**src/source/raddr_pkg.sv**
```systemverilog
// package: address and pixel widths, window constants, point and read address structs
package raddr_pkg;

    // ==========================================================
    // widths
    // ==========================================================
    localparam int RADDR_AW  = 10;           // word address inside one bank
    localparam int PIX_W     = 6;            // picture size and unsigned counts
    localparam int COORD_W   = PIX_W + 2;    // signed, room for -1 and size+1

    // ==========================================================
    // window and bank constants
    // ==========================================================
    localparam int WIN_DIM   = 3;            // 3x3 kernel
    localparam int NUM_BANKS = 4;
    localparam int BANK_W    = $clog2(NUM_BANKS);
    localparam int SLOT_W    = 4;            // register array slot 0..8

    // one read point of the window, scanner to mapper
    typedef struct packed {
        logic signed [COORD_W-1:0] pix_x;
        logic signed [COORD_W-1:0] pix_y;
        logic        [SLOT_W-1:0]  slot;     // register array slot
        logic                      last;     // final point of the strip
    } point_t;

    // one SRAM read address
    typedef struct packed {
        logic [BANK_W-1:0]   bank;           // pixel column mod 4
        logic [RADDR_AW-1:0] word;
    } raddr_t;

endpackage

```
**src/source/addr_mapper.sv**
```systemverilog
// address mapper: pop control, bounds check, bank/word mapping, slot select, end-of-line pulse
module addr_mapper (
    input  logic                           SYS_CLK,
    input  logic                           SYS_NRST,
    input  logic                           empty_i,
    input  raddr_pkg::point_t              point_i,
    input  logic                           reg_array_full_i,  // stalls pops
    input  logic [raddr_pkg::PIX_W-1:0]    pic_size_i,
    input  logic [raddr_pkg::RADDR_AW-1:0] wraddr_start_i,
    output logic                           pop_o,
    output logic                           raddr_vld_o,
    output raddr_pkg::raddr_t              raddr_o,
    output logic                           pad_o,
    output logic [raddr_pkg::SLOT_W-1:0]   regnum_sel_o,
    output logic                           line_end_o
);
    import raddr_pkg::*;

    logic signed [COORD_W-1:0] size_s;
    logic                      out_x;
    logic                      out_y;
    raddr_t                    raddr_d;
    logic                      last_q;     // last point is on the outputs

    assign pop_o  = !empty_i && !reg_array_full_i;
    assign size_s = COORD_W'(pic_size_i);

    // ==========================================================
    // bounds check and address mapping
    // ==========================================================
    // outside the picture -> register array loads zero
    assign out_x = point_i.pix_x[COORD_W-1] || ($signed(point_i.pix_x) >= size_s);
    assign out_y = point_i.pix_y[COORD_W-1] || ($signed(point_i.pix_y) >= size_s);

    always_comb begin
        raddr_d.bank = point_i.pix_x[BANK_W-1:0];  // column mod 4, -1 maps to 3
        // kept even for padded rows, the pad flag masks it
        raddr_d.word = wraddr_start_i + RADDR_AW'($signed(point_i.pix_y));
    end

    // ==========================================================
    // registered outputs
    // ==========================================================
    always_ff @(posedge SYS_CLK or negedge SYS_NRST) begin
        if (!SYS_NRST) begin
            raddr_vld_o <= 1'b0;
            last_q      <= 1'b0;
            line_end_o  <= 1'b0;
            pad_o       <= 1'b0;
        end else begin
            raddr_vld_o <= pop_o;
            last_q      <= pop_o && point_i.last;
            line_end_o  <= last_q;          // one cycle after the last address
            if (pop_o) begin
                pad_o <= out_x || out_y;
            end
        end
    end

    always_ff @(posedge SYS_CLK) begin
        if (pop_o) begin
            raddr_o      <= raddr_d;
            regnum_sel_o <= point_i.slot;
        end
    end

endmodule

```
**src/source/point_fifo.sv**
```systemverilog
// point FIFO: register array storage, read/write pointers, occupancy count, full/empty levels
module point_fifo #(
    parameter int FIFO_DEPTH = 4            // power of two, 2 or more
) (
    input  logic              SYS_CLK,
    input  logic              SYS_NRST,
    input  logic              push_i,
    input  raddr_pkg::point_t point_i,
    input  logic              pop_i,
    output raddr_pkg::point_t point_o,      // head, straight from storage
    output logic              full_o,
    output logic              empty_o
);
    import raddr_pkg::*;

    localparam int PTR_W = $clog2(FIFO_DEPTH);

    point_t           mem [FIFO_DEPTH];
    logic [PTR_W-1:0] wr_ptr;
    logic [PTR_W-1:0] rd_ptr;
    logic [PTR_W:0]   count;               // one extra bit for full
    logic             do_push;
    logic             do_pop;

    assign do_push = push_i && !full_o;
    assign do_pop  = pop_i && !empty_o;

    assign full_o  = (count == (PTR_W + 1)'(FIFO_DEPTH));
    assign empty_o = (count == '0);
    assign point_o = mem[rd_ptr];

    always_ff @(posedge SYS_CLK) begin
        if (do_push) begin
            mem[wr_ptr] <= point_i;
        end
    end

    // ==========================================================
    // pointers and occupancy
    // ==========================================================
    always_ff @(posedge SYS_CLK or negedge SYS_NRST) begin
        if (!SYS_NRST) begin
            wr_ptr <= '0;
            rd_ptr <= '0;
            count  <= '0;
        end else begin
            if (do_push) begin
                wr_ptr <= wr_ptr + 1'b1;    // wraps, depth is power of two
            end
            if (do_pop) begin
                rd_ptr <= rd_ptr + 1'b1;
            end
            case ({do_push, do_pop})
                2'b10:   count <= count + 1'b1;
                2'b01:   count <= count - 1'b1;
                default: count <= count;
            endcase
        end
    end

endmodule

```
**src/source/raddr_gen_top.sv**
```systemverilog
// read address generator top: window scanner, point FIFO and address mapper
module raddr_gen_top #(
    parameter int FIFO_DEPTH = 4
) (
    input  logic                           SYS_CLK,
    input  logic                           SYS_NRST,
    input  logic                           frame_sop_i,
    input  logic                           line_start_i,
    input  logic [raddr_pkg::PIX_W-1:0]    pic_size_i,
    input  logic                           padding_i,
    input  logic [raddr_pkg::RADDR_AW-1:0] wraddr_start_i,
    input  logic                           reg_array_full_i,
    output logic                           raddr_vld_o,
    output raddr_pkg::raddr_t              raddr_o,
    output logic                           pad_o,
    output logic [raddr_pkg::SLOT_W-1:0]   regnum_sel_o,
    output logic                           line_end_o
);
    import raddr_pkg::*;

    point_t push_point;                     // scanner -> fifo
    point_t head_point;                     // fifo -> mapper
    logic   push;
    logic   pop;
    logic   fifo_full;
    logic   fifo_empty;

    window_scanner window_scanner_i (
        .SYS_CLK      (SYS_CLK),
        .SYS_NRST     (SYS_NRST),
        .frame_sop_i  (frame_sop_i),
        .line_start_i (line_start_i),
        .pic_size_i   (pic_size_i),
        .padding_i    (padding_i),
        .fifo_full_i  (fifo_full),
        .push_o       (push),
        .point_o      (push_point)
    );

    point_fifo #(
        .FIFO_DEPTH (FIFO_DEPTH)
    ) point_fifo_i (
        .SYS_CLK  (SYS_CLK),
        .SYS_NRST (SYS_NRST),
        .push_i   (push),
        .point_i  (push_point),
        .pop_i    (pop),
        .point_o  (head_point),
        .full_o   (fifo_full),
        .empty_o  (fifo_empty)
    );

    addr_mapper addr_mapper_i (
        .SYS_CLK          (SYS_CLK),
        .SYS_NRST         (SYS_NRST),
        .empty_i          (fifo_empty),
        .point_i          (head_point),
        .reg_array_full_i (reg_array_full_i),
        .pic_size_i       (pic_size_i),
        .wraddr_start_i   (wraddr_start_i),
        .pop_o            (pop),
        .raddr_vld_o      (raddr_vld_o),
        .raddr_o          (raddr_o),
        .pad_o            (pad_o),
        .regnum_sel_o     (regnum_sel_o),
        .line_end_o       (line_end_o)
    );

endmodule

```
**src/source/window_scanner.sv**
```systemverilog
// window scanner: strip index counter, busy flag, window and step counters, point generation
module window_scanner (
    input  logic                        SYS_CLK,
    input  logic                        SYS_NRST,
    input  logic                        frame_sop_i,    // clears strip index
    input  logic                        line_start_i,   // starts one strip
    input  logic [raddr_pkg::PIX_W-1:0] pic_size_i,
    input  logic                        padding_i,
    input  logic                        fifo_full_i,
    output logic                        push_o,
    output raddr_pkg::point_t           point_o
);
    import raddr_pkg::*;

    logic [PIX_W-1:0]          strip_idx;   // line starts since frame start
    logic [PIX_W-1:0]          cur_idx;
    logic                      busy;
    logic [PIX_W-1:0]          win_k;       // window number in strip
    logic [1:0]                rot;         // win_k mod 3, row rotation
    logic [1:0]                dx;
    logic [1:0]                dy;
    logic signed [COORD_W-1:0] col_base;    // left pixel column of strip
    logic signed [COORD_W-1:0] row_top;

    logic [PIX_W:0]            num_win;
    logic                      start;
    logic                      last_win;
    logic                      win_done;
    logic                      last_pt;
    logic [2:0]                row_sum;
    logic [1:0]                row_slot;

    // ==========================================================
    // strip control
    // ==========================================================
    assign start   = line_start_i && !busy;  // ignored while busy
    assign cur_idx = frame_sop_i ? '0 : strip_idx;

    always_ff @(posedge SYS_CLK or negedge SYS_NRST) begin
        if (!SYS_NRST) begin
            strip_idx <= '0;
        end else if (start) begin
            strip_idx <= cur_idx + 1'b1;
        end else if (frame_sop_i) begin
            strip_idx <= '0;
        end
    end

    always_ff @(posedge SYS_CLK) begin
        if (start) begin
            col_base <= COORD_W'(cur_idx) - COORD_W'(padding_i);
        end
    end

    // W = size + 2*pad - 2
    assign num_win  = {1'b0, pic_size_i} + {padding_i, 1'b0} - (PIX_W + 1)'(WIN_DIM - 1);
    assign last_win = ({1'b0, win_k} == num_win - 1'b1);
    assign win_done = (dx == 2'(WIN_DIM - 1)) && (dy == 2'(WIN_DIM - 1));
    assign last_pt  = last_win && win_done;

    assign push_o = busy && !fifo_full_i;   // hold point while fifo full

    // ==========================================================
    // window and step counters
    // ==========================================================
    always_ff @(posedge SYS_CLK or negedge SYS_NRST) begin
        if (!SYS_NRST) begin
            busy  <= 1'b0;
            win_k <= '0;
            rot   <= '0;
            dx    <= '0;
            dy    <= '0;
        end else if (start) begin
            busy  <= 1'b1;
            win_k <= '0;
            rot   <= '0;
            dx    <= '0;
            dy    <= '0;                    // full window first
        end else if (push_o) begin
            if (last_pt) begin
                busy <= 1'b0;
            end
            if (dx == 2'(WIN_DIM - 1)) begin
                dx <= '0;
                if (win_done) begin         // move down, dy stays on bottom row
                    win_k <= win_k + 1'b1;
                    rot   <= (rot == 2'(WIN_DIM - 1)) ? '0 : rot + 1'b1;
                end else begin
                    dy <= dy + 1'b1;
                end
            end else begin
                dx <= dx + 1'b1;
            end
        end
    end

    // slot = ((k + dy) mod 3) * 3 + dx
    assign row_sum  = {1'b0, rot} + {1'b0, dy};
    assign row_slot = (row_sum >= 3'(WIN_DIM)) ? 2'(row_sum - 3'(WIN_DIM)) : row_sum[1:0];
    assign row_top  = COORD_W'(win_k) - COORD_W'(padding_i);

    always_comb begin
        point_o.pix_x = col_base + COORD_W'(dx);
        point_o.pix_y = row_top + COORD_W'(dy);
        point_o.slot  = SLOT_W'(row_slot) * SLOT_W'(WIN_DIM) + SLOT_W'(dx);
        point_o.last  = last_pt;
    end

endmodule
```
**config.mk**
```make
export PLATFORM = sky130hd
export DESIGN_NAME = raddr_gen_top
export DESIGN_NICKNAME = d
export VERILOG_FILES = /design/src/source/raddr_pkg.sv /design/src/source/addr_mapper.sv /design/src/source/point_fifo.sv /design/src/source/raddr_gen_top.sv /design/src/source/window_scanner.sv
export SDC_FILE = /design/constraint.sdc
export NUM_CORES = 1
export LEC_CHECK = 0
export ABC_AREA = 1
export BUFFER_PORTS_ARGS = -buffer_cell sky130_fd_sc_hd__buf_2
export CORE_MARGIN = 4
export CORE_UTILIZATION = 61
export DETAILED_ROUTE_END_ITERATION = 6
export PLACE_DENSITY = 0.87
export SLEW_MARGIN = 0
export SYNTH_ARGS = -nofsm -noshare
export SYNTH_HDL_FRONTEND = slang
export SYNTH_HIERARCHICAL = 1
export SYNTH_SLANG_ARGS = --single-unit
```
**constraint.sdc**
```tcl
create_clock -name SYS_CLK -period 3.9 [get_ports SYS_CLK]
set_input_delay 0.195 -clock SYS_CLK [delete_from_list [all_inputs] [get_ports SYS_CLK]]
set_output_delay 0.195 -clock SYS_CLK [all_outputs]
set_load 0.01 [all_outputs]
```
==> results of run 1 <==
-- cell type report --
type | count | share of cell area, %
Timing Repair Buffer | 50 | 3.34
Clock inverter | 14 | 1.88
Inverter | 138 | 6.23
Multi-Input combinational cell | 443 | 33.5
Clock buffer | 18 | 5.16
Sequential cell | 137 | 47.7
Tap cell | 143 | 2.15
-- per-stage QoR --
step	total power (W)	utilization (%)	setup slack [ps]	hold slack, ps	area (um2)
final	0.00835	71.6	896	69.8	8310
after global routing	0.00896	71.6	752	82.9	8310
after CTS	0.00832	71.6	911	55.5	8310
after detailed placement	0.00666	66.5	929	295	7720
after global placement	0.00640	66.5	1060	281	7720
after floorplan	0.00572	-	1130	-101	7380
-- cell usage in the layout, fill, tap and decap left out, drive strengths merged, types with 18 or more instances in the layout --
cell,netlist,layout
nand2,180,180
inv,138,138
edfxtp,107,107
nor2,55,55
buf,14,49
ha,44,44
o211ai,42,42
nand3,31,31
dfrtp,30,30
xor2,25,25
clkbuf,2,18
-- cells in the mapped netlist (2+ instances only) --
library cell / instances / share of area [%]
o211ai_2: 21 / 3.6
xor2_2: 3 / 0.66
o211ai_1: 21 / 2.1
buf_2: 6 / 0.41
nor3_1: 3 / 0.20
xnor2_1: 7 / 0.83
nand3_1: 30 / 2.0
nor2_2: 6 / 0.51
buf_6: 6 / 0.92
edfxtp_1: 107 / 44
inv_2: 12 / 0.61
and2_1: 2 / 0.17
nor2_1: 48 / 2.4
fa_1: 6 / 1.6
inv_1: 126 / 6.4
a21oi_1: 14 / 0.95
nand2_1: 174 / 8.8
ha_1: 44 / 7.5
o21ai_0: 8 / 0.54
o21ai_1: 5 / 0.34
a22oi_1: 2 / 0.20
buf_4: 2 / 0.20
dfrtp_1: 30 / 10
nand2_2: 6 / 0.51
nand4_1: 10 / 0.85
xor2_1: 22 / 2.6
-- registers in the layout, indices dropped and copies added, names as in the netlist --
signal,count
addr_mapper_i/last_q,1
addr_mapper_i/line_end_o,1
addr_mapper_i/pad_o,1
addr_mapper_i/raddr_o,12
addr_mapper_i/raddr_vld_o,1
addr_mapper_i/regnum_sel_o,4
point_fifo_i/count,3
point_fifo_i/mem,84
point_fifo_i/rd_ptr,2
point_fifo_i/wr_ptr,2
window_scanner_i/busy,1
window_scanner_i/col_base,7
window_scanner_i/dx,2
window_scanner_i/dy,2
window_scanner_i/rot,2
window_scanner_i/strip_idx,6
window_scanner_i/win_k,6
-- cells by family (layout without fill, tap and decap cells) --
family,count (synthesis),count (layout)
simple gates,284,284
buf+inv,154,220
flops,137,137
compound gates,77,77
fa+ha+maj,50,50
xor+xnor,32,32
-- metal layers --
layer,vias up,global-route usage (%)
met5,-,0
met4,0,10.6
met3,32,6.39
met2,218,38.5
met1,2487,26.3
li1,2511,-
-- final timing paths --
| path | slack [ps] | start | depth (start not counted) | to |
|---|---|---|---|---|
| worst max-delay path | 900 | window_scanner_i/dy[0]$_DFFE_PN0P_ | 12 | point_fifo_i/mem[3][3]$_DFFE_PP_ |
| worst min-delay path | 70 | line_start_i | 4 | window_scanner_i/busy$_DFFE_PN0P_ |
| worst max register to register | 900 | window_scanner_i/dy[0]$_DFFE_PN0P_ | 12 | point_fifo_i/mem[3][3]$_DFFE_PP_ |
| worst min register to register | 360 | addr_mapper_i/last_q$_DFF_PN0_ | 0 | addr_mapper_i/line_end_o$_DFF_PN0_ |
| max in group asynchronous | 3050 | SYS_NRST | 2 | addr_mapper_i/raddr_vld_o$_DFF_PN0_ |
| min in group asynchronous | 370 | SYS_NRST | 2 | window_scanner_i/win_k[2]$_DFFE_PN0P_ |
-- worst max-delay path: cells and delay by family, from the launching register on --
kind / cells / cell delay (ps)
simple gates: 3 / 350
compound gates: 3 / 470
xor+xnor: 1 / 170
flops: 1 / 400
fa+ha+maj: 5 / 1340
-- repair_timing --
item                      in CTS  in global routing
hold buffers                   1                  0
hold endpoints to repair      30                  0
gates resized for setup        0                  0
-- power by group --
part           switching (W)  leakage [nW]  internal (W)
Combinational        0.00248          2.24       0.00131
Clock               0.000582         0.287      0.000995
Sequential          0.000275          1.38       0.00271
Total                0.00333          3.91       0.00502
==> summary.txt, run 1 <==
Place
  – DPL Wire Length: 10300 um
  – Placed cells: 910
  – PortBufs: 40
  – RD Place Congestion: 0.895

CTS
  – CTS Root Cell: clkbuf_16
  – CTS H-tree lvls: 4
  – Clock Path Buffers: 2
  – CTS Buf Count: 17
  – Clock-pin slew on the worst setup and hold paths: 60 ps
  – Worst-skew pair later-pin latency: 420 ps
  – Post-CTS setup buffers: 0
  – Clock sinks: 137
  – CTS tree: done

Setup path
  – Worst path max stage delay: 460 ps
  – Cell Chain, Critical Path: ha_1, fa_1, ha_1, nor2_1, o21ai_1, nor2_1, nor2_2, xor2_1, ha_1, o21ai_1, o21a_1, ha_1
  – CP dominant cell by count: ha_1
  – CP max-delay cell: fa_1
  – Worst setup EP type: flip-flop
  – Critical Path RT: 4050 ps
  – Worst-path maximum fanout: 4
  – Crit path kind: reg2reg
  – Crit path DAT: 3150 ps
  – Crit start category: flip-flop

Floorplan
  – Die Wd: 118 um
  – Die area: 13900 um2
  – Rows: 39
  – I/O Pins: 41
  – Initial core utilization: 63.6%
  – Die Span Y: 118 um
  – Core Area: 11600 um2

Timing
  – Fin. Hold Viols: 0
  – RSZ-0062 raised after global routing: false
  – Ratio of final minimum period to clock period: 77.0%
  – Setup-failing EPs final: 0
  – Worst slew pin tran: 741 ps
  – Max Clock Skew: 10.5 ps
  – Max-slew violations: 0
  – Period minus WS final: 3000 ps
  – Fmax: 333 MHz
  – Post-route setup TNS: 0 ps
  – Slew HR: 50.6%

Detailed routing
  – M1 WL: 6030 um
  – DR iter-0 viols: 586
  – Remaining antenna violation count after routing: 0
  – DRC Markers: 0
  – Mean routed wirelength per cell: 16.0 um
  – Routed wire length: 15000 um
  – Drt pass-1 iters: 5
  – Metal2 WL: 7690 um
  – Via Count: 5248
  – Vias/cell: 5.57
  – Met3 WL: 1030 um
  – Top Layer Used: met4

Synth
  – Synth Area in Simple Gates: 16.1%
  – Mux share of post-synthesis cell area: 0%
  – Mapped cell area: 7380 um2
  – Compound-Gate Fraction of Synth Area: 8.34%
  – Largest family of logic cells by synthesized area: simple AND/OR/NAND/NOR gates
  – Synth Area per Inst: 10.1 um2
  – EDFF count, synth: 107
  – Cells after synthesis: 734
  – Syn Nets: 806
  – Seq cells post-synth: 137
  – Synth warn: 6
  – Post-Synth Adder-Cell Area: 9.08%
  – Seq/Total Area, Yosys: 53.7%
  – Async S/R FF share, synth: 21.9%
  – Primary FF master, synth: edfxtp_1
  – XOR/XNOR Fraction of Synth Area: 4.10%
  – Netlist cell types: 39

Run
  – Max Cap Viol: 0

Run status
  – Status: completed

Layout
  – Reg area: 3960 um2
  – Synth-to-Final Area Change: 12.6%
  – Non-Filler Instances: 943
  – Layout fillers: 775
  – Final nets: 859
  – Layout cells sized above 1: 16.8%
  – Antenna Cells: 0
  – Multi-input gate area: 2790 um2

Pwr
  – Pwr/cell area: 1000 nW/um2
  – LEAKAGE: 3.91 nW
  – Peak supply drop: 0.537 mV

Global routing
  – Number of global-route vias before repair: 5281
  – GRT Overall Usage: 22.5%
  – Largest net degree at the start of global routing: 44
  – First-pass GRT wire length: 24600 um
  – Global route total overflow: 0
  – Antenna violations before repair: 0

Min path
  – Worst min path class: in2reg
No activity file was read; power rests on OpenSTA's default activity.
==> run 2: changes to the inputs <==
--- a/config.mk
+++ b/config.mk
@@ -8,9 +8,9 @@
 export ABC_AREA = 1
 export BUFFER_PORTS_ARGS = -buffer_cell sky130_fd_sc_hd__buf_2
 export CORE_MARGIN = 4
-export CORE_UTILIZATION = 61
+export CORE_UTILIZATION = 56
 export DETAILED_ROUTE_END_ITERATION = 6
-export PLACE_DENSITY = 0.87
+export PLACE_DENSITY = 0.84
 export SLEW_MARGIN = 0
 export SYNTH_ARGS = -nofsm -noshare
 export SYNTH_HDL_FRONTEND = slang
==> constraint.sdc (replaced) <==
create_clock -name SYS_CLK -period 2.5 [get_ports SYS_CLK]
set_input_delay 0.125 -clock SYS_CLK [delete_from_list [all_inputs] [get_ports SYS_CLK]]
set_output_delay 0.125 -clock SYS_CLK [all_outputs]
set_load 0.01 [all_outputs]
==> summary.txt, run 2 (synthesis results as in run 1) <==
Timing
  – Ratio of final minimum period to clock period: 112% (+35 points)
  – Max Clock Skew: 6.07 ps (-4.41 ps)
  – Fin. Hold Viols: 0 (unchanged)
  – Fmax: 358 MHz (+7.5%)
  – Max-slew violations: 0 (unchanged)
  – Period minus WS final: 2790 ps (-211 ps)
  – Slew HR: 47.4% (-3.3 points)
  – Hold Slack: 24.1 ps (-45.7 ps)
  – Worst slew pin tran: 789 ps (+48.8 ps)
  – Setup-failing EPs final: 12 (+12)
  – RSZ-0062 raised after global routing: true
  – Final worst slack: -293 ps (-1190 ps)

CTS
  – Clock Path Buffers: 2 (unchanged)
  – Worst-skew pair later-pin latency: 420 ps (about the same)
  – Clock-pin slew on the worst setup and hold paths: 60 ps (about the same)
  – CTS tree: done
  – CTS Buf Count: 17 (unchanged)
  – Clock sinks: 137 (unchanged)
  – CTS Root Cell: clkbuf_16
  – CTS H-tree lvls: 4 (unchanged)

Place
  – Pre-CTS setup slack: -358 ps (-1290 ps)
  – DPL Wire Length: 10100 um (-1.7%)
  – PortBufs: 40 (unchanged)
  – RD Place Congestion: 0.916 (+2.3%)

Pwr
  – Switching Share: 38.5% (-1.4 points)
  – NetSw: 0.00550 W (+65%)
  – Internal: 0.00879 W (+75%)
  – Combinational power share: 49.4% (+4.0 points)
  – Clock share of power: 18.4% (-0.5 points)
  – LEAKAGE: 4.02 nW (+2.8%)
  – Sequential share of power: 32.2% (-3.6 points)
  – Peak supply drop: 0.965 mV (+80%)
  – Pwr/cell area: 1650 nW/um2 (+65%)

Run status
  – Failing checks: setup timing
  – Status: complete, but fails checks

Detailed routing
  – Drt pass-1 iters: 5 (unchanged)
  – Mean routed wirelength per cell: 14.9 um (-6.6%)
  – DR iter-0 viols: 283 (-52%)
  – Vias/cell: 5.11 (-8.1%)
  – DRC Markers: 0 (unchanged)
  – Via Count: 5057 (-3.6%)
  – Remaining antenna violation count after routing: 0 (unchanged)
  – Routed wire length: 14700 um (-2.0%)

Setup path
  – Worst-path maximum fanout: 4 (unchanged)
  – Reg-to-reg critical path endpoint: point_fifo_i/mem[0][4]$_DFFE_PP_
  – Worst r2r src: window_scanner_i/rot[0]$_DFFE_PN0P_
  – CP Depth: 12 (unchanged)
  – Crit path DAT: 2970 ps (-180 ps)
  – Worst reg2reg path depth: 12 (unchanged)
  – Cell Chain, Critical Path: ha_2, fa_1, ha_2, nor2_4, o21ai_4, o21ai_2, xor2_1, ha_2, ha_4, ha_4, inv_2, nand2_4
  – Bufs and invs on worst path: 1 (+1)
  – CP dominant cell by count: ha_2
  – CP top delay family: adder cells
  – Crit start category: flip-flop
  – Critical Path RT: 2680 ps (-1370 ps)
  – Crit path kind: reg2reg
  – Register-to-register setup slack: -290 ps (-1190 ps)
  – Worst path max stage delay: 470 ps (about the same)
  – Worst setup EP type: flip-flop
  – CP max-delay cell: fa_1
  – End point of the critical path: point_fifo_i/mem[0][4]$_DFFE_PP_
  – Crit. Startpoint: window_scanner_i/rot[0]$_DFFE_PN0P_

Layout
  – Most common cell after layout, fill and taps aside: nand2_1
  – Synth-to-Final Area Change: 17.1%
  – Max reg flops: 84 (unchanged)
  – Regs by FF count: point_fifo_i/mem x84, addr_mapper_i/raddr_o x12, window_scanner_i/col_base x7
  – Largest Register: point_fifo_i/mem
  – Most frequent cells in the layout: nand2_1, inv_1, edfxtp_1
  – Layout cells sized above 1: 20.0% (+3.2 points)
  – Final nets: 876 (+2.0%)
  – Antenna Cells: 0 (unchanged)

Global routing
  – First-pass GRT wire length: 24300 um (-1.4%)
  – Number of global-route vias before repair: 5113 (-3.2%)
  – Global route total overflow: 0 (unchanged)
  – GRT Overall Usage: 21.5% (-1.1 points)
  – Largest net degree at the start of global routing: 54 (+23%)
  – Antenna violations before repair: 0 (unchanged)

Floorplan
  – Die Span Y: 123 um (+4.1%)
  – Die Wd: 123 um (+4.1%)
  – Initial core utilization: 57.8% (-5.8 points)
  – Die area: 15100 um2 (+8.3%)
  – Rows: 41 (+5.1%)
  – I/O Pins: 41 (unchanged)
  – Core Area: 12800 um2 (+10%)

Min path
  – Worst min path class: in2reg
  – Hold path cells: 4 (unchanged)

Run
  – Max Cap Viol: 0 (unchanged)
## run 2: worst min path at each step
stage,from,slack (ps),end
finish,reg_array_full_i,20,addr_mapper_i/last_q$_DFF_PN0_
global route,reg_array_full_i,40,addr_mapper_i/last_q$_DFF_PN0_
CTS,reg_array_full_i,20,addr_mapper_i/last_q$_DFF_PN0_
detailed placement,SYS_NRST,250,point_fifo_i/wr_ptr[1]$_DFFE_PN0P_
global placement,SYS_NRST,250,point_fifo_i/wr_ptr[0]$_DFFE_PN0P_
floorplan,SYS_NRST,-170,addr_mapper_i/last_q$_DFF_PN0_
## run 2: layout make-up
| cell class | count | area (um2) |
|---|---|---|
| clock inverters | 15 | 200 |
| inverters | 138 | 518 |
| repair buffers | 67 | 460 |
| multi-input cells | 443 | 2860 |
| well taps | 172 | 215 |
| flip-flops and latches | 137 | 3960 |
| clock buffers | 17 | 425 |
| fillers | 907 | 4130 |
## run 2: metrics by stage
stage               setup TNS (ps)  instances  util [%]  area [um2]  total power, W
detailed placement           -3490        948      62.0        7920          0.0112
floorplan                    -2330        734         -        7430         0.00932
finish                       -2770        989      67.7        8640          0.0143
global placement             -2250        948      62.0        7920          0.0109
CTS                          -2650        986      67.4        8600          0.0141
global route                 -3900        989      67.7        8640          0.0154
## run 2: power groups by stage
stage               sequential [W]  combinational, W  clock (W)
floorplan                  0.00466           0.00466          0
global placement           0.00460           0.00627          0
detailed placement         0.00464           0.00655          0
CTS                        0.00461           0.00679    0.00266
global route               0.00469           0.00793    0.00278
finish                     0.00461           0.00706    0.00263
## run 2: routing by layer
layer	track usage (%)	up-vias	share of wire, %
met4	8.12	0	1.8
met1	26.0	2341	42
met3	5.16	25	5.8
met2	37.1	142	51
met5	0	-	0
li1	-	2549	-
## run 2: worst reg2reg max path, delay by kind of cell (launching register included)
family / cells / cell delay (ps)
AOI/OAI and AO/OA: 2 / 260
xor gates and xnor gates: 1 / 160
adders and majority gates: 6 / 1510
buffers and inverters: 1 / 60
DFF: 1 / 390
and+or+nand+nor: 2 / 180
## run 2: repair_timing
item,CTS,global route
hold buffers,3,0
cloned,0,0
endpoints found under the setup margin,12,12
buffers inserted,3,3
pin swaps,10,2
endpoints found under the hold margin,32,0
gates resized for setup,1,4
